--- config.mk ---
export PLATFORM = sky130hd
export DESIGN_NAME = direction_table
export DESIGN_NICKNAME = d
export VERILOG_FILES = /design/src/verilog/bp_pkg.sv /design/src/verilog/direction_table.sv
export SDC_FILE = /design/constraint.sdc
export NUM_CORES = 1
export LEC_CHECK = 0
export CELL_PAD_IN_SITES_DETAIL_PLACEMENT = 1
export CELL_PAD_IN_SITES_GLOBAL_PLACEMENT = 1
export CORE_MARGIN = 3
export CORE_UTILIZATION = 52
export DETAILED_ROUTE_END_ITERATION = 8
export DONT_BUFFER_PORTS = 1
export GPL_ROUTABILITY_DRIVEN = 0
export PLACE_DENSITY = 0.88
export RECOVER_POWER = 100
export SLEW_MARGIN = 30
export SYNTH_ARGS = -nofsm -noshare
export SYNTH_HDL_FRONTEND = slang
export SYNTH_SLANG_ARGS = --single-unit
--- constraint.sdc ---
create_clock -name clk -period 4.35 [get_ports clk]
set_input_delay 0.6525 -clock clk [delete_from_list [all_inputs] [get_ports clk]]
set_output_delay 0.6525 -clock clk [all_outputs]
set_load 0.1 [all_outputs]
--- src/verilog/bp_pkg.sv ---
`default_nettype none

package bp_pkg;

    // machine word for PCs, operands and targets
    typedef logic [31:0] word_t;

    // fetch step between sequential instructions
    localparam word_t INSTR_BYTES = 32'd4;

    // two-bit saturating counter states, ordered toward taken
    typedef enum logic [1:0] {
        strong_not_taken = 2'b00,
        weak_not_taken   = 2'b01,
        weak_taken       = 2'b10,
        strong_taken     = 2'b11
    } counter_t;

    // kind of control transfer seen in execute
    typedef enum logic [1:0] {
        op_other = 2'b00,
        op_br    = 2'b01,
        op_jal   = 2'b10,
        op_jalr  = 2'b11
    } xfer_op_t;

    // branch condition, RV32I funct3 encodings
    typedef enum logic [2:0] {
        beq  = 3'b000,
        bne  = 3'b001,
        blt  = 3'b100,
        bge  = 3'b101,
        bltu = 3'b110,
        bgeu = 3'b111
    } branch_funct3_t;

endpackage : bp_pkg

`default_nettype wire
--- src/verilog/direction_table.sv ---
`timescale 1ns/100ps
`default_nettype none

module direction_table
    import bp_pkg::*;
#(
    parameter int INDEX_BITS = 7
) (
    input  logic  clk,
    input  logic  rst_n,
    input  word_t rd_pc,
    output logic  dir_taken,
    input  logic  update,
    input  word_t upd_pc,
    input  logic  upd_taken
);

    localparam int DEPTH = 1 << INDEX_BITS;

    counter_t                counters [DEPTH];
    logic [INDEX_BITS-1:0]   rd_idx;
    logic [INDEX_BITS-1:0]   upd_idx;
    counter_t                rd_state;
    counter_t                upd_state;
    counter_t                next_state;

    // index skips the two byte-offset bits
    assign rd_idx  = rd_pc[INDEX_BITS+1:2];
    assign upd_idx = upd_pc[INDEX_BITS+1:2];

    assign rd_state  = counters[rd_idx];
    assign upd_state = counters[upd_idx];

    assign dir_taken = (rd_state == weak_taken) || (rd_state == strong_taken);

    // step one state toward the outcome, saturate at the ends
    always_comb begin
        case (upd_state)
            strong_not_taken: next_state = upd_taken ? weak_not_taken : strong_not_taken;
            weak_not_taken:   next_state = upd_taken ? weak_taken     : strong_not_taken;
            weak_taken:       next_state = upd_taken ? strong_taken   : weak_not_taken;
            strong_taken:     next_state = upd_taken ? strong_taken   : weak_taken;
            default:          next_state = weak_not_taken;
        endcase
    end

    always_ff @(posedge clk) begin
        if (!rst_n) begin
            for (int i = 0; i < DEPTH; i++) begin
                counters[i] <= weak_not_taken;
            end
        end else if (update) begin
            counters[upd_idx] <= next_state;
        end
    end

endmodule : direction_table

`default_nettype wire

==> impl_metrics.toml, run 1 <==
[run_status]
status = "finished, violations left"
violations = "capacitance limit, slew limit"

[detailed_routing]
wl_per_cell_um = 31.00
drt_iter0_drc = 1841
drt_first_pass_iters = 6
finalWirelength_um = 47620
drc = 0
vias = 11100
vias_per_cell = 7.225
ant_nets = 0

[floorplan]
die_w_um = 169.8
rows = 59
die_h_um = 169.8
io_pins = 69
core_sq_um = 26210
initial_core_util = 0.5325
dieArea_sq_um = 28840

[sta]
setup_violations = 0
period_share = 0.9162
max-slew-margin-rel = -0.1500
fmax_ghz = 0.2509
fin_worst_skew_ns = 0.01057
fin_ws_ns = 0.3646
tns_ns = 0
drv_slew = 64
worst_pin_slew_ns = 1.725
post-route-min-period_ns = 3.985
hold_viol = 0
rsz0062_at_grt = "false"

[synth]
synth_area_leaders = "edfxtp_1, mux4_2, nand2_1"
syn_nets = 1310
syn_area_sq_um = 13950
synth_edf_count = 256
yosys.area.top_type = "edfxtp_1"
ys_async_sr_fraction = 0
synthFlopType = "edfxtp_1"
synthCells = 1242
netlist.area_leader.share = 0.5509
synth_warnings = 0
ys_seq_area_frac = 0.5509
avgSynthCellArea_sq_um = 11.24
ys_ff_latch = 256
synth_cell_types = 54

[finish]
max_flop_register = "counters"
layout_commonest_cell = "nand2_1"
area_growth_pct = 6.016
fillers = 2665
antenna_cells = 0
top_regs = "counters (256)"
largest_reg_flops = 256
nets = 1248
fin_cells = 1536
drive_gt1_frac = 0.1191
layout_common_cells = "nand2_1, edfxtp_1, nand3_1"

[critical_path]
crit-reg2reg-capture = "counters[17][1]"
crit_fanout = 54
crit_required_ns = 4.62
crit_start = "upd_pc[4]"
r2r_slack_ns = 0.57
reg2reg_from = "counters[79][1]"
worst_ep_arrival_time_ns = 4.25
cpPeakStageDelay_ns = 0.83
cp-endpoint = "counters[17][1]"
r2r_cells = 9
crit_path_cell_trace = "nor2b_1 > clkbuf_1 > a22oi_1 > and3_1 > a211oi_1 > and4b_1 > nor4b_1 > maj3_1 > clkbuf_2 > nor2_1"
crit_slowest_cell = "clkbuf_1"
cp-start-kind = "input port"
crit_type = "in -> reg"
critPathCaptureType = "register"

[grt]
grt.total_usage = 0.3295
antenna_found_initial = 0
grt_pass1_wl_um = 71770
overflow = 0
grt_pass1_vias = 11630
grt_max_degree = 132

[clock_tree]
cts_made_buffers = 29
tritoncts = "done"
ctsResizeCount = 0
cts.sinks = 256
clock_latency_ns = 0.55
cts_max_level = 1
cts_buffer_depth = 3
cts-root-buf = "clkbuf_16"
post_cts_buffers = 0
clk_pin_slew_worst_paths_ns = 0.06
cts_hold_buf = 0

[pwr]
vdd_drop_max_v = 0.0002806
leakagePower_uw = 0.004717
pwr_density_cell_nw_per_um2 = 403.9

[run]
max_cap_violations = 5

[place]
hpwl_um = 29550
place_ws_ns = 0.6201
io_buffers = 0
dp_cells = 1484

[min_path]
hold_path_class = "in -> reg"
-- cell usage after synthesis, drive strengths merged, types with 9 or more instances --
library cell / n
o22ai: 9
nor3: 21
a21oi: 23
nor2: 142
mux2i: 31
nand3: 137
nand2: 261
mux2: 11
nor2b: 10
nand2b: 17
clkbuf: 68
edfxtp: 256
a22oi: 14
a221oi: 16
mux4: 62
o21ai: 34
a22o: 9
buf: 60
-- per-stage QoR --
stage	hold slack, ns	util	power, uW	cell area [sq um]
global placement	0.8653	0.5333	3475	13970
CTS	0.3127	0.5698	5979	14930
detailed placement	0.8733	0.5336	3511	13980
floorplan	0.9618	-	3405	13950
global route	0.3172	0.5645	6104	14790
finish	0.3402	0.5645	5975	14790
-- cell families after synthesis --
logic type,Yosys count,share of synthesized area
simple gates,610,0.1922
fa+ha+maj,2,0.001614
flops,256,0.5509
buf+inv,133,0.05657
mux,104,0.1312
compound gates,137,0.06752
-- power breakdown --
group / switching, uW / internal, uW / total [uW]
combinational: 448 / 216 / 664
sequential: 33.8 / 2770 / 2800
clock: 1010 / 1500 / 2510
total: 1490 / 4480 / 5980
-- metal layers --
| layer | wire length (um) | global-route usage | vias to the layer above |
|---|---|---|---|
| met1 | 16250 | 0.4121 | 5538 |
| met3 | 5125 | 0.06156 | 252 |
| met4 | 3265 | 0.1746 | 0 |
| met5 | 0 | 0 | - |
| li1 | - | - | 4454 |
| met2 | 22970 | 0.5484 | 853 |
-- worst max-delay path: cells and delay by family --
kind                     cells  cell delay, ns
AND/OR/NAND/NOR              5            1.22
AO/OA/AOI/OAI                2            0.44
adder cells (fa/ha/maj)      1            0.41
buffers and inverters        2            1.49
-- area by class of cell --
class,instances,area (sq um),share of cell area
clock buffer,33,740.7,0.05007
clock inverter,19,207.7,0.01404
inverter,5,18.77,0.001269
multi-input combinational,853,5446,0.3681
sequential,256,7687,0.5196
tap,335,419.2,0.02833
timing repair buffer,35,274.0,0.01852
-- worst min-delay path by stage --
stage | from | endpoint | slack [ns] | cells past startpoint
finish | rst_n | counters[68][1] | 0.34 | 1
global route | rst_n | counters[66][0] | 0.32 | 1
global placement | rst_n | counters[27][1] | 0.87 | 1
floorplan | upd_pc[8] | counters[60][1] | 0.96 | 3
CTS | rst_n | counters[27][0] | 0.31 | 1
detailed placement | rst_n | counters[27][1] | 0.87 | 1
Power figures use the tool's default switching activity.
==> inputs of run 2 (changes only) <==
--- a/config.mk
+++ b/config.mk
@@ -12,7 +12,7 @@
 export DETAILED_ROUTE_END_ITERATION = 8
 export DONT_BUFFER_PORTS = 1
 export GPL_ROUTABILITY_DRIVEN = 0
-export PLACE_DENSITY = 0.88
+export PLACE_DENSITY = 0.79
 export RECOVER_POWER = 100
 export SLEW_MARGIN = 30
 export SYNTH_ARGS = -nofsm -noshare
==> impl_metrics.toml, run 2 (synthesized netlist as in run 1, its figures left out) <==
[grt]
grt.total_usage = 0.3097
overflow = 0
grt_pass1_vias = 11080
antenna_found_initial = 1
grt_max_degree = 132
grt_pass1_wl_um = 67220

[critical_path]
r2r_cells = 9
worst_ep_arrival_time_ns = 4.28
crit_slowest_cell = "nor2_1"
crit_path_cell_trace = "clkinv_1 > clkbuf_1 > nand3_1 > nor2_1 > clkbuf_1 > nand2_1 > nand2_1"
cpPeakStageDelay_ns = 1.16
crit_fanout = 78
r2r_slack_ns = 0.59
reg2reg_from = "counters[77][1]"
critPathCaptureType = "register"
crit_type = "in -> reg"
cp-start-kind = "input port"
crit-reg2reg-capture = "counters[111][0]"
crit_required_ns = 4.60

[clock_tree]
tritoncts = "done"
cts_made_buffers = 27
clk_pin_slew_worst_paths_ns = 0.06
cts.sinks = 256
cts_hold_buf = 0
clock_latency_ns = 0.55
post_cts_buffers = 0
cts_buffer_depth = 3
cts-root-buf = "clkbuf_16"
cts_max_level = 1
ctsResizeCount = 0

[finish]
fin_cells = 1539
top_regs = "counters (256)"
fillers = 2724
largest_reg_flops = 256
finalInstanceArea_sq_um = 14750
layout_common_cells = "nand2_1, edfxtp_1, nand3_1"
nets = 1257
drive_gt1_frac = 0.1254
antenna_cells = 0
max_flop_register = "counters"
area_growth_pct = 5.675
layout_commonest_cell = "nand2_1"

[run_status]
violations = "capacitance limit, slew limit"
status = "finished, violations left"

[place]
hpwl_um = 27710
io_buffers = 0
place_ws_ns = 0.4718
placed_area_sq_um = 14070
dp_cells = 1495

[floorplan]
io_pins = 69
initial_core_util = 0.5325
die_h_um = 169.8
dieArea_sq_um = 28840
die_w_um = 169.8
core_sq_um = 26210
rows = 59

[detailed_routing]
wl_per_cell_um = 29.07
drt_iter0_drc = 1481
ant_nets = 0
vias = 10610
vias_per_cell = 6.891
drt_first_pass_iters = 6
finalWirelength_um = 44730
drc = 0

[pwr]
leakagePower_uw = 0.004691
power.total_uw = 5655
pwr_density_cell_nw_per_um2 = 383.5
vdd_drop_max_v = 0.0002959

[sta]
fmax_ghz = 0.2482
rsz0062_at_grt = "false"
tns_ns = 0
drv_slew = 168
post-route-min-period_ns = 4.029
worst_pin_slew_ns = 2.063
max-slew-margin-rel = -0.3756
period_share = 0.9261
hold_viol = 0
fin_worst_skew_ns = 0.01631
fin_ws_ns = 0.3214
setup_violations = 0

[min_path]
hold_depth = 1
hold_path_class = "in -> reg"
hp-start = "rst_n"
hold_path_end = "counters[77][0]"

[run]
max_cap_violations = 6
## run 2: cell count changes in the layout (fill, tap and decap cells not counted), sizes merged
cell	change
bufinv	-3
clkinv	-6
clkbuf	+2
buf	+10
## run 2: worst max-delay path by stage
stage                     cells after the start       startpoint              end  slack [ns]
final                                         7        upd_pc[3]  counters[56][1]        0.32
after global routing                          7        upd_pc[3]  counters[56][1]        0.34
after CTS                                     4  counters[62][1]        dir_taken        0.66
after detailed placement                      9        upd_pc[3]  counters[12][1]        0.47
after global placement                        9        upd_pc[3]  counters[92][1]        0.30
after floorplan                               6         rd_pc[2]        dir_taken        0.33
## run 2: final cells by class
| class | instances | area (sq um) | share of cell area |
|---|---|---|---|
| inverter | 5 | 18.77 | 0.001273 |
| sequential | 256 | 7687 | 0.5213 |
| timing repair buffer | 46 | 364.1 | 0.02469 |
| tap | 335 | 419.2 | 0.02842 |
| multi-input combinational | 853 | 5464 | 0.3705 |
| clock buffer | 34 | 701.9 | 0.04760 |
| clock inverter | 10 | 91.34 | 0.006194 |
## run 2: routing by layer
| layer | routed length [um] | up-vias | GRT usage |
|---|---|---|---|
| li1 | - | 4468 | - |
| met1 | 16570 | 5334 | 0.4010 |
| met2 | 21790 | 661 | 0.5195 |
| met3 | 4614 | 141 | 0.06132 |
| met4 | 1752 | 2 | 0.1195 |
| met5 | 13 | - | 0 |
## run 2: per-stage QoR
stage | util | hold slack [ns]
floorplan | - | 0.9618
global placement | 0.5364 | 0.8625
detailed placement | 0.5368 | 0.8725
CTS | 0.5671 | 0.3150
global route | 0.5627 | 0.3230
finish | 0.5627 | 0.3235
## run 2: power by group
part / switching (uW) / total (uW) / internal, uW
combinational: 436 / 665 / 229
sequential: 32.0 / 2800 / 2770
clock: 952 / 2190 / 1240
## run 2: critical path, delay by kind of cell
| kind | cells | cell delay [ns] |
|---|---|---|
| and+or+nand+nor | 4 | 1.94 |
| buffers and inverters | 3 | 1.65 |
==> inputs of run 3 (changes only) <==
--- a/config.mk
+++ b/config.mk
@@ -7,7 +7,7 @@
 export LEC_CHECK = 0
 export CELL_PAD_IN_SITES_DETAIL_PLACEMENT = 1
 export CELL_PAD_IN_SITES_GLOBAL_PLACEMENT = 1
-export CORE_MARGIN = 3
+export CORE_MARGIN = 8
 export CORE_UTILIZATION = 52
 export DETAILED_ROUTE_END_ITERATION = 8
 export DONT_BUFFER_PORTS = 1
==> constraint.sdc (replaced) <==
create_clock -name clk -period 4.2 [get_ports clk]
set_input_delay 0.63 -clock clk [delete_from_list [all_inputs] [get_ports clk]]
set_output_delay 0.63 -clock clk [all_outputs]
set_load 0.1 [all_outputs]
==> impl_metrics.toml, run 3 (synthesized netlist as in run 1, its figures left out) <==
[detailed_routing]
vias_per_cell = 6.873
ant_nets = 0
finalWirelength_um = 45870
drt_first_pass_iters = 5
vias = 10640
wl_per_cell_um = 29.63
drt_iter0_drc = 1410
drc = 0

[finish]
fillers = 2759
drive_gt1_frac = 0.1278
multi_input_area_sq_um = 5465
fin_cells = 1548
top_regs = "counters (256)"
layout_commonest_cell = "nand2_1"
nets = 1251
max_flop_register = "counters"
area_growth_pct = 6.205
regArea_sq_um = 7687
layout_common_cells = "nand2_1, edfxtp_1, nand3_1"
finalInstanceArea_sq_um = 14820
largest_reg_flops = 256

[floorplan]
io_pins = 69
die_w_um = 179.8
dieArea_sq_um = 32330
die_h_um = 179.8
initial_core_util = 0.5236
rows = 60
core_sq_um = 26650

[sta]
tns_ns = 0
period_share = 0.9255
worst_pin_slew_ns = 1.982
fmax_ghz = 0.2573
max-slew-margin-rel = -0.3211
hold_viol = 0
post-route-min-period_ns = 3.887
rsz0062_at_grt = "false"
setup_violations = 0
drv_slew = 123
fin_worst_skew_ns = 0.01521

[clock_tree]
cts-root-buf = "clkbuf_16"
cts_max_level = 1
cts_made_buffers = 28
clock_latency_ns = 0.55
ctsResizeCount = 0
clk_pin_slew_worst_paths_ns = 0.06
post_cts_buffers = 0
cts.sinks = 256
tritoncts = "done"
cts_hold_buf = 0
cts_buffer_depth = 3

[place]
hpwl_um = 28630
placed_area_sq_um = 14000
dp_cells = 1494
io_buffers = 0

[critical_path]
critPathCaptureType = "output port"
crit_path_cell_trace = "mux4_2 > mux4_2 > mux4_2 > mux2_1"
crit_type = "reg -> out"
cp-start-kind = "register"
crit_fanout = 2
crit_required_ns = 3.57
r2r_cells = 9
crit_slowest_cell = "mux2_1"
worst_ep_arrival_time_ns = 3.26
cpPeakStageDelay_ns = 0.69
crit_path_frequent_cell = "mux4_2"

[min_path]
hold_path_class = "in -> reg"
hold_depth = 1

[run_status]
status = "finished, violations left"
violations = "capacitance limit, slew limit"

[pwr]
vdd_drop_max_v = 0.0003279
pwr_density_cell_nw_per_um2 = 415.1
leakagePower_uw = 0.004739

[grt]
overflow = 0
grt_max_degree = 132
grt_pass1_wl_um = 68810
grt.total_usage = 0.2775
grt_pass1_vias = 11290
antenna_found_initial = 0

[run]
max_cap_violations = 5
==> run 3: worst paths after layout <==
check,slack [ns],start,endpoint
worst max-delay path,0.31,counters[3][1],dir_taken
worst min-delay path,0.31,rst_n,counters[11][0]
worst max register to register,0.40,counters[78][1],counters[82][0]
worst min register to register,1.77,counters[81][0],counters[90][0]
==> run 3: routing by layer <==
metal  wire length [um]  track usage  up-vias
met3               4502      0.06169      192
met5                  0            0        -
met4               2831       0.1534        0
li1                   -            -     4468
met2              22290       0.4617      611
met1              16240       0.3319     5369
==> run 3: area by class of cell <==
cell class | count | share of cell area
multi-input combinational | 853 | 0.3688
inverter | 5 | 0.001266
antenna | 2 | 0.0003377
timing repair buffer | 39 | 0.01722
clock buffer | 31 | 0.04947
sequential | 256 | 0.5187
clock inverter | 21 | 0.01545
tap | 341 | 0.02879
==> run 3: critical path, delay by kind of cell (launching register included) <==
| family | cells | cell delay [ns] |
|---|---|---|
| multiplexers | 4 | 2.29 |
| flip-flops | 1 | 0.42 |
==> run 3: where the power goes <==
part           internal [uW]  total [uW]  leakage (uW)  switching [uW]
clock network           1560        2600      0.000465            1040
logic                    206         658       0.00198             452
registers               2860        2900       0.00230            31.5
==> run 3: through the flow <==
step | hold slack, ns | setup slack, ns | total power [uW] | utilization
after floorplan | 0.9393 | 0.2229 | 3527 | -
after global placement | 0.8433 | 0.3852 | 3605 | 0.5253
after detailed placement | 0.8527 | 0.5895 | 3623 | 0.5255
after CTS | 0.2860 | 0.4996 | 6183 | 0.5616
after global routing | 0.2976 | 0.2904 | 6274 | 0.5559
final | 0.3058 | 0.3128 | 6152 | 0.5561
