## config.mk

```make
export PLATFORM = sky130hd
export DESIGN_NAME = branch_resolve
export DESIGN_NICKNAME = d
export VERILOG_FILES = /design/src/verilog/bp_pkg.sv /design/src/verilog/branch_resolve.sv
export SDC_FILE = /design/constraint.sdc
export NUM_CORES = 1
export LEC_CHECK = 0
export BUFFER_PORTS_ARGS = -buffer_cell sky130_fd_sc_hd__buf_2
export CORE_MARGIN = 3
export CORE_UTILIZATION = 30
export DETAILED_ROUTE_END_ITERATION = 10
export GPL_TIMING_DRIVEN = 0
export PLACE_DENSITY = 0.72
export REMOVE_ABC_BUFFERS = 1
export SLEW_MARGIN = 10
export SYNTH_ARGS = -nofsm -noshare
export SYNTH_HDL_FRONTEND = slang
export SYNTH_SLANG_ARGS = --single-unit
export TNS_END_PERCENT = 10
```

## constraint.sdc

```tcl
create_clock -name vclk -period 4.9
set_input_delay 0.98 -clock vclk [all_inputs]
set_output_delay 0.98 -clock vclk [all_outputs]
set_load 0.005 [all_outputs]
```

## src/verilog/bp_pkg.sv

```systemverilog
`default_nettype none

package bp_pkg;

    // machine word for PCs, operands and targets
    typedef logic [31:0] word_t;

    // fetch step between sequential instructions
    localparam word_t INSTR_BYTES = 32'd4;

    // two-bit saturating counter states, ordered toward taken
    typedef enum logic [1:0] {
        strong_not_taken = 2'b00,
        weak_not_taken   = 2'b01,
        weak_taken       = 2'b10,
        strong_taken     = 2'b11
    } counter_t;

    // kind of control transfer seen in execute
    typedef enum logic [1:0] {
        op_other = 2'b00,
        op_br    = 2'b01,
        op_jal   = 2'b10,
        op_jalr  = 2'b11
    } xfer_op_t;

    // branch condition, RV32I funct3 encodings
    typedef enum logic [2:0] {
        beq  = 3'b000,
        bne  = 3'b001,
        blt  = 3'b100,
        bge  = 3'b101,
        bltu = 3'b110,
        bgeu = 3'b111
    } branch_funct3_t;

endpackage : bp_pkg

`default_nettype wire
```

## src/verilog/branch_resolve.sv

```systemverilog
`timescale 1ns/100ps
`default_nettype none

module branch_resolve
    import bp_pkg::*;
(
    input  logic           ex_valid,
    input  xfer_op_t       ex_op,
    input  branch_funct3_t ex_cmpop,
    input  word_t          ex_pc,
    input  word_t          ex_next_pc,
    input  word_t          ex_rs1,
    input  word_t          ex_rs2,
    input  word_t          ex_target,
    output logic           mispredict,
    output word_t          redirect_pc,
    output logic           dir_update,
    output logic           btb_write,
    output logic           upd_taken,
    output word_t          upd_pc,
    output word_t          upd_target
);

    logic  br_en;
    logic  xfer_taken;
    word_t correct_pc;

    // branch condition on the two operands
    always_comb begin
        case (ex_cmpop)
            beq:     br_en = (ex_rs1 == ex_rs2);
            bne:     br_en = (ex_rs1 != ex_rs2);
            blt:     br_en = ($signed(ex_rs1) < $signed(ex_rs2));
            bge:     br_en = ($signed(ex_rs1) >= $signed(ex_rs2));
            bltu:    br_en = (ex_rs1 < ex_rs2);
            bgeu:    br_en = (ex_rs1 >= ex_rs2);
            default: br_en = 1'b0;
        endcase
    end

    // correct next PC per transfer kind
    always_comb begin
        correct_pc = ex_pc + INSTR_BYTES;
        case (ex_op)
            op_br: begin
                if (br_en) begin
                    correct_pc = ex_target;
                end
            end
            op_jal:  correct_pc = ex_target;
            // jalr target has its low bit forced to zero
            op_jalr: correct_pc = {ex_target[31:1], 1'b0};
            default: correct_pc = ex_pc + INSTR_BYTES;
        endcase
    end

    assign xfer_taken = ((ex_op == op_br) && br_en)
                     || (ex_op == op_jal)
                     || (ex_op == op_jalr);

    assign mispredict  = ex_valid && (ex_next_pc != correct_pc);
    assign redirect_pc = correct_pc;

    // training strobes for both tables
    assign dir_update = ex_valid && (ex_op == op_br);
    assign btb_write  = ex_valid && xfer_taken;
    assign upd_taken  = br_en;
    assign upd_pc     = ex_pc;
    assign upd_target = correct_pc;

endmodule : branch_resolve

`default_nettype wire

```

==> flow_metrics.py, run 1 <==
metrics = {
    "run_status": {
        "violations": "negative setup slack",
        "status": "complete, but fails checks",
    },
    "floorplan": {
        "rows": 38,
        "die_w_um": 111.8,
        "coreArea_mm2": 0.01089,
        "die_area_mm2": 0.01250,
        "io_pins": 266,
        "initial_core_util_pct": 30.85,
        "die_h_um": 111.8,
    },
    "synthesis": {
        "synthXorXnorAreaFrac_pct": 14.38,
        "synth_top_family_by_area": "simple AND/OR/NAND/NOR gates",
        "synthSimpleGateAreaFrac_pct": 23.72,
        "yosysMostFrequentCell": "inv_1",
        "ys_seq_area_share_pct": 0,
        "synth_compound_area_share_pct": 23.13,
        "syn-cell-area_mm2": 0.003359,
        "ys_top_cells_by_area": "buf_4, ha_1, xor2_1",
        "yosysWarnings": 0,
        "synth_top_area_cell": "buf_4",
        "syn_area_per_cell_um2": 6.719,
        "synthTopCellsByCount": "inv_1, buf_4, nor2_1",
        "synth.top_cell.area_share_pct": 14.30,
        "synth_fa_ha_area_share_pct": 12.29,
        "netlist_instances": 500,
        "synthMuxAreaShare_pct": 3.389,
        "yosysUniqueCellTypes": 62,
    },
    "grt": {
        "grt-ovfl-total": 0,
        "antenna_found_initial": 0,
        "grt_pass1_wl_um": 21330,
        "grt_max_degree": 20,
        "track_usage_pct": 20.80,
        "grt_pass1_vias": 4159,
    },
    "worst_hold_path": {
        "hold_depth": 2,
        "worstHoldStart": "ex_pc[27]",
        "hold_end": "upd_pc[27]",
        "worstHoldPathType": "primary input to output pin",
    },
    "setup_path": {
        "crit_slowest_cell": "or4_4",
        "path_buf_inv": 4,
        "crit_required_ns": 3.92,
        "cp_num_cells": 15,
        "crit_type": "primary input to output pin",
        "max_stage_delay_ns": 0.59,
        "cp-end-kind": "output pin",
        "arrival_ns": 4.32,
        "critPathLaunchType": "primary input",
        "path_delay_family": "simple AND/OR/NAND/NOR gates",
        "crit_chain": "buf_6, inv_4, ha_4, nand4_1, or4_4, or3_4, o22ai_4, o211ai_4, a31oi_4, buf_12, mux2_4, xor2_2, nor4_4, a41oi_1, buf_2",
        "worstPathMaxFanout": 4,
    },
    "final_layout": {
        "final_area_mm2": 0.004721,
        "drive_gt1_share_pct": 44.96,
        "regArea_um2": 0,
        "nFlopsAndLatches": 0,
        "final_cells": 845,
        "utilization_pct": 43.36,
        "fin_nets": 906,
        "area_growth_pct": 40.52,
        "nClkBuffers": 0,
        "antenna_cells": 0,
    },
    "sta": {
        "finalSetupTns_ns": -3.528,
        "max_freq_ghz": 0.1886,
        "setup_slack_ns": -0.4035,
        "setup_violations": 23,
        "fin_crit_sh_pct": 108.2,
        "period_minus_slack_ns": 5.303,
        "hold_violations": 0,
        "relSlewSlack_pct": 46.16,
        "worst_pin_slew_ns": 0.8051,
        "rsz0062_at_grt": "true",
        "report.final.slew_viol_count": 0,
    },
    "routing": {
        "vias_per_cell": 5.088,
        "routed-wl-met2_um": 7169,
        "wl_per_cell_um": 16.93,
        "dr.pass1.iters": 7,
        "wl_met3_um": 1164,
        "totalWireLength_um": 14300,
        "vias": 4299,
        "top_layer_used": "met4",
        "drt_first_iter_violations": 233,
        "drt-met1-wl_um": 5763,
        "antenna_left": 0,
        "drc_errors": 0,
    },
    "power_and_ir_drop": {
        "power.density_mw_per_mm2": 100.3,
        "vdd_drop_max_mv": 0.07115,
        "leakage_nw": 2.433,
        "finalPower_mw": 0.4735,
    },
    "flow_run": {
        "drv_cap": 0,
    },
    "place": {
        "portBuffers": 266,
        "place_hpwl_um": 11730,
        "gp_congestion": 0.9082,
        "placed_area_mm2": 0.004354,
        "place_inst": 833,
    },
    "clock_tree": {
        "holdBufCountCts": 0,
    },
}
==> per-stage QoR <==
step | hold WS [ns] | setup slack (ns)
after global placement | 2.145 | -1.793
after global routing | 2.167 | -0.5038
after CTS | 2.146 | -0.3941
final | 2.146 | -0.4035
after detailed placement | 2.146 | -1.415
after floorplan | 1.960 | -0.6225
==> cell usage in the layout (no fill, tap or decap), types with 3 or more instances in the layout <==
cell	n
buf_2	259
inv_1	61
nor2_1	47
a21oi_1	39
ha_1	28
xor2_1	27
nand2_1	23
xnor2_1	21
nand4_1	19
nand3_1	16
nor3_1	12
o21ai_0	10
buf_6	9
nor4_1	8
o221ai_1	7
buf_4	7
a221oi_1	6
a21o_1	6
mux2_2	5
ha_4	5
and4_1	4
and3_1	4
inv_2	3
a211oi_1	3
nand2b_1	3
nor4_4	3
mux2_4	3
o21a_1	3
nor2b_1	3
a222oi_1	3
a31oi_1	3
==> cell type report <==
class	count	area [um2]
Fill cell	1153	6167
Multi-Input combinational cell	362	2776
Timing Repair Buffer	278	1523
Inverter	65	246.5
Tap cell	140	175.2
==> worst max path at each step <==
stage	from	endpoint	slack, ns
global placement	ex_rs1[29]	mispredict	-1.79
floorplan	ex_rs2[29]	mispredict	-0.62
CTS	ex_rs2[25]	mispredict	-0.39
global route	ex_rs2[25]	mispredict	-0.50
finish	ex_rs2[25]	mispredict	-0.40
detailed placement	ex_rs1[29]	mispredict	-1.42
==> report_power, final <==
part	switching, mW	internal, mW	total (mW)	leakage [nW]
clock	0	0	0	0
combinational	0.250	0.223	0.473	2.43
sequential	0	0	0	0
total	0.250	0.223	0.473	2.43
==> what timing repair did <==
item                                    CTS  global route
buffers inserted                         10             0
gates resized for setup                  37             9
cloned                                    2             0
endpoints found under the setup margin   66            42
pin swaps                                17             2
==> metal layers <==
layer / up-vias / GRT usage [%]
met1: 1933 / 26.34
met5: - / 0
met4: 0 / 2.920
met3: 16 / 2.554
met2: 208 / 38.37
li1: 2142 / -
==> logic make-up after synthesis <==
family / after synthesis
AND/OR/NAND/NOR: 154
buffers and inverters: 139
AO/OA/AOI/OAI: 112
XOR/XNOR: 52
adder cells (fa/ha/maj): 33
multiplexers: 10
Note: power is estimated with default switching activity, not from simulation.
==> run 2, diff against run 1 <==
CORE_AREA = 3 3 101 103   (was default)
CORE_MARGIN = default   (was 3)
CORE_UTILIZATION = default   (was 30)
DIE_AREA = 0 0 104 106   (was default)
PLACE_DENSITY = 0.82   (was 0.72)
TNS_END_PERCENT = default   (was 10)
==> flow_metrics.py, run 2 (synthesized netlist as in run 1, its figures left out) <==
metrics = {
    "grt": {
        "grt_max_degree": 20,
        "antenna_found_initial": 1,
        "grt-ovfl-total": 0,
        "grt_pass1_vias": 4234,
        "track_usage_pct": 23.53,
        "grt_pass1_wl_um": 21680,
    },
    "setup_path": {
        "crit_chain": "buf_2, ha_1, nand4_1, or4_4, or3_4, o22ai_4, o211ai_4, a31oi_4, buf_12, mux2_4, xor2_1, nor4_2, a41oi_1, buf_2",
        "crit_slowest_cell": "or4_4",
        "crit_type": "primary input to output pin",
        "cp_common_cell": "buf_2",
        "max_stage_delay_ns": 0.58,
        "critPathLaunchType": "primary input",
        "cp-end-kind": "output pin",
        "crit_required_ns": 3.92,
        "arrival_ns": 4.22,
        "worstPathMaxFanout": 5,
    },
    "floorplan": {
        "die_w_um": 104,
        "io_pins": 266,
        "die_h_um": 106,
        "initial_core_util_pct": 36.19,
        "die_area_mm2": 0.01102,
        "rows": 35,
        "coreArea_mm2": 0.009284,
    },
    "routing": {
        "vias_per_cell": 5.281,
        "drc_errors": 0,
        "wl_per_cell_um": 17.00,
        "antenna_left": 0,
        "dr.pass1.iters": 7,
        "drt_first_iter_violations": 275,
        "vias": 4404,
        "totalWireLength_um": 14180,
    },
    "sta": {
        "setup_slack_ns": -0.2995,
        "setup_violations": 23,
        "rsz0062_at_grt": "true",
        "max_freq_ghz": 0.1923,
        "hold_violations": 0,
        "report.final.slew_viol_count": 0,
        "worst_pin_slew_ns": 0.7786,
        "relSlewSlack_pct": 47.93,
        "fin_crit_sh_pct": 106.1,
        "period_minus_slack_ns": 5.200,
    },
    "final_layout": {
        "nFlopsAndLatches": 0,
        "nClkBuffers": 0,
        "regArea_um2": 0,
        "layout_common_cells": "buf_2, inv_1, nor2_1",
        "final_area_mm2": 0.004647,
        "fin_nets": 905,
        "mostFrequentLayoutCell": "buf_2",
        "drive_gt1_share_pct": 44.60,
        "area_growth_pct": 38.32,
        "fillers": 972,
    },
    "place": {
        "gp_congestion": 0.9242,
        "place_hpwl_um": 11790,
        "placed_area_mm2": 0.004340,
        "portBuffers": 266,
        "pre_cts_slack_ns": -1.229,
    },
    "run_status": {
        "violations": "negative setup slack",
        "status": "complete, but fails checks",
    },
    "power_and_ir_drop": {
        "power.density_mw_per_mm2": 100.7,
        "leakage_nw": 2.417,
        "vdd_drop_max_mv": 0.06086,
        "finalPower_mw": 0.4678,
    },
    "worst_hold_path": {
        "hold_depth": 2,
        "worstHoldPathType": "primary input to output pin",
    },
    "clock_tree": {
        "holdBufCountCts": 0,
    },
    "flow_run": {
        "drv_cap": 0,
    },
}
==> run 2: cell types whose count changed in the layout (fill, tap and decap cells not counted), moves of 2 or more <==
cell     change
buf_6        -7
buf_4        +2
o21ai_0      +2
buf_2        +5
==> run 2: path summary, 6_finish.rpt <==
| path | startpoint | endpoint | slack, ns |
|---|---|---|---|
| worst min-delay path | ex_pc[27] | upd_pc[27] | 2.15 |
| worst max-delay path | ex_rs1[24] | mispredict | -0.30 |
==> run 2: stage by stage <==
step / TNS (ns) / utilization (%) / std cells / hold WS [ns]
after floorplan: -2.204 / - / 426 / 1.960
after global placement: -43.26 / 46.54 / 821 / 2.144
after detailed placement: -16.10 / 46.75 / 822 / 2.147
after CTS: -1.680 / 49.46 / 833 / 2.147
after global routing: -6.421 / 50.05 / 834 / 2.169
final: -1.816 / 50.05 / 834 / 2.146
==> run 2: repair_timing <==
item | CTS | global route
pin swaps | 10 | 1
endpoints found under the setup margin | 63 | 36
cloned | 2 | 0
resized for setup | 21 | 10
endpoints found under the hold margin | 0 | 0
setup buffers | 9 | 0
==> run 2: layout make-up <==
type / instances / area (um2) / area share, %
tap: 129 / 161.4 / 3.473
antenna: 1 / 2.502 / 0.05385
inverter: 65 / 244.0 / 5.250
multi-input combinational: 362 / 2775 / 59.72
timing repair buffer: 277 / 1464 / 31.50
==> run 2: routing by layer <==
layer / track usage (%) / vias up / share of wire (%)
met1: 30.12 / 2005 / 40
met2: 43.22 / 243 / 51
met5: 0 / - / 0
met3: 2.672 / 14 / 7.6
met4: 3.419 / 0 / 1.3
li1: - / 2142 / -
==> run 2: worst max-delay path: cells and delay by family <==
kind	cells	cell delay, ns
XOR/XNOR	1	0.15
buffers and inverters	3	0.42
AND/OR/NAND/NOR	4	1.47
AO/OA/AOI/OAI	4	0.59
multiplexers	1	0.32
adder cells (fa/ha/maj)	1	0.28
==> run 2: report_power, final <==
part | switching (mW) | internal, mW | total [mW]
combinational | 0.249 | 0.219 | 0.468
clock | 0 | 0.0000000273 | 0.0000000273
sequential | 0 | 0 | 0
total | 0.249 | 0.219 | 0.468
==> run 3, diff against run 2 <==
BUFFER_PORTS_ARGS = default   (was -buffer_cell sky130_fd_sc_hd__buf_2)
DONT_BUFFER_PORTS = 1   (was default)
PLACE_DENSITY = 0.57   (was 0.82)
==> flow_metrics.py, run 3 (synthesized netlist as in run 1, its figures left out) <==
metrics = {
    "setup_path": {
        "critPathLaunchType": "primary input",
        "crit_type": "primary input to output pin",
        "max_stage_delay_ns": 0.55,
        "crit_required_ns": 3.92,
        "path_delay_family": "simple AND/OR/NAND/NOR gates",
        "cp-startpoint": "ex_rs2[29]",
        "path_buf_inv": 2,
        "crit_chain": "inv_1, ha_4, nand4_4, or4_4, or3_4, o22ai_4, o211ai_4, a31oi_4, buf_6, mux2_4, xor2_1, nor4_2, a41oi_2",
        "arrival_ns": 4.13,
        "worstPathMaxFanout": 4,
        "cp-end-kind": "output pin",
        "crit_slowest_cell": "or4_4",
    },
    "power_and_ir_drop": {
        "leakage_nw": 1.376,
        "finalPower_mw": 0.3096,
        "vdd_drop_max_mv": 0.03847,
        "power.density_mw_per_mm2": 91.48,
    },
    "sta": {
        "setup_violations": 1,
        "period_minus_slack_ns": 5.107,
        "rsz0062_at_grt": "true",
        "relSlewSlack_pct": 46.91,
        "worst_pin_slew_ns": 0.7903,
        "fin_crit_sh_pct": 104.2,
        "report.final.slew_viol_count": 0,
        "setup_slack_ns": -0.2065,
        "max_freq_ghz": 0.1958,
        "hold_violations": 0,
    },
    "final_layout": {
        "mostFrequentLayoutCell": "inv_1",
        "layout_common_cells": "inv_1, nor2_1, a21oi_1",
        "fillers": 1026,
        "final_cells": 569,
        "drive_gt1_share_pct": 13.86,
        "area_growth_pct": 0.7450,
        "antenna_cells": 0,
        "regArea_um2": 0,
        "nFlopsAndLatches": 0,
        "nClkBuffers": 0,
        "fin_nets": 641,
    },
    "floorplan": {
        "coreArea_mm2": 0.009284,
        "die_area_mm2": 0.01102,
        "initial_core_util_pct": 36.19,
        "rows": 35,
        "die_w_um": 104,
        "io_pins": 266,
        "die_h_um": 106,
    },
    "routing": {
        "vias": 3400,
        "dr.pass1.iters": 5,
        "drt_first_iter_violations": 195,
        "wl_per_cell_um": 23.46,
        "drc_errors": 0,
        "antenna_left": 0,
        "totalWireLength_um": 13350,
        "vias_per_cell": 5.975,
    },
    "grt": {
        "grt_pass1_wl_um": 18830,
        "grt_pass1_vias": 3252,
        "grt-ovfl-total": 0,
        "track_usage_pct": 21.26,
        "antenna_found_initial": 0,
        "grt_max_degree": 33,
    },
    "place": {
        "place_hpwl_um": 11410,
        "gp_congestion": 0.8957,
        "place_inst": 557,
        "portBuffers": 0,
    },
    "flow_run": {
        "drv_cap": 0,
    },
    "clock_tree": {
        "holdBufCountCts": 0,
    },
    "run_status": {
        "status": "complete, but fails checks",
        "violations": "negative setup slack",
    },
    "worst_hold_path": {
        "worstHoldStart": "ex_pc[10]",
        "worstHoldPathType": "primary input to output pin",
    },
}
==> run 3: cell count changes in the layout (fill, tap and decap cells not counted), moves of 2 or more <==
cell	change
a21oi_1	-2
a21oi_2	+2
buf_2	-264
ha_1	-5
ha_4	+5
inv_1	-3
inv_2	+3
nor4_2	+2
==> run 3: repair_timing <==
item,CTS,global route
setup buffers,6,6
cloned,0,1
pin swaps,13,10
endpoints found under the setup margin,39,7
resized for setup,16,27
==> run 3: stage by stage <==
stage / util (%) / TNS, ns / setup slack, ns / cell area [um2] / hold WS, ns
after global routing: 36.46 / -0.3239 / -0.3239 / 3385 / 1.960
after detailed placement: 32.79 / -3.385 / -0.9127 / 3044 / 1.960
after CTS: 33.92 / -0.1773 / -0.1773 / 3149 / 1.960
after global placement: 32.20 / -35.70 / -1.448 / 2989 / 1.960
after floorplan: - / -2.204 / -0.6225 / 2828 / 1.960
final: 36.46 / -0.2065 / -0.2065 / 3385 / 1.960
==> run 3: power by group <==
part	internal, mW	switching (mW)
clock network	0	0
registers	0	0
logic	0.133	0.177
total	0.133	0.177
==> run 3: path summary, 6_finish.rpt <==
check | slack [ns] | end | cells after the start
worst max-delay path | -0.21 | mispredict | 13
worst min-delay path | 1.96 | upd_pc[10] | 0
==> run 3: layer usage <==
metal  part of all wire (%)  track usage, %  up-vias
li1                       -               -     1610
met1                     38           24.44     1588
met2                     50           38.81      176
met3                    9.2           7.347       26
met4                    2.7           3.039        0
met5                      0               0        -
==> run 3: cell type report <==
cell class	count	area, um2	area share [%]
Multi-Input combinational cell	361	2820	83.33
Tap cell	129	161.4	4.769
Timing Repair Buffer	14	158.9	4.695
Inverter	65	244.0	7.209
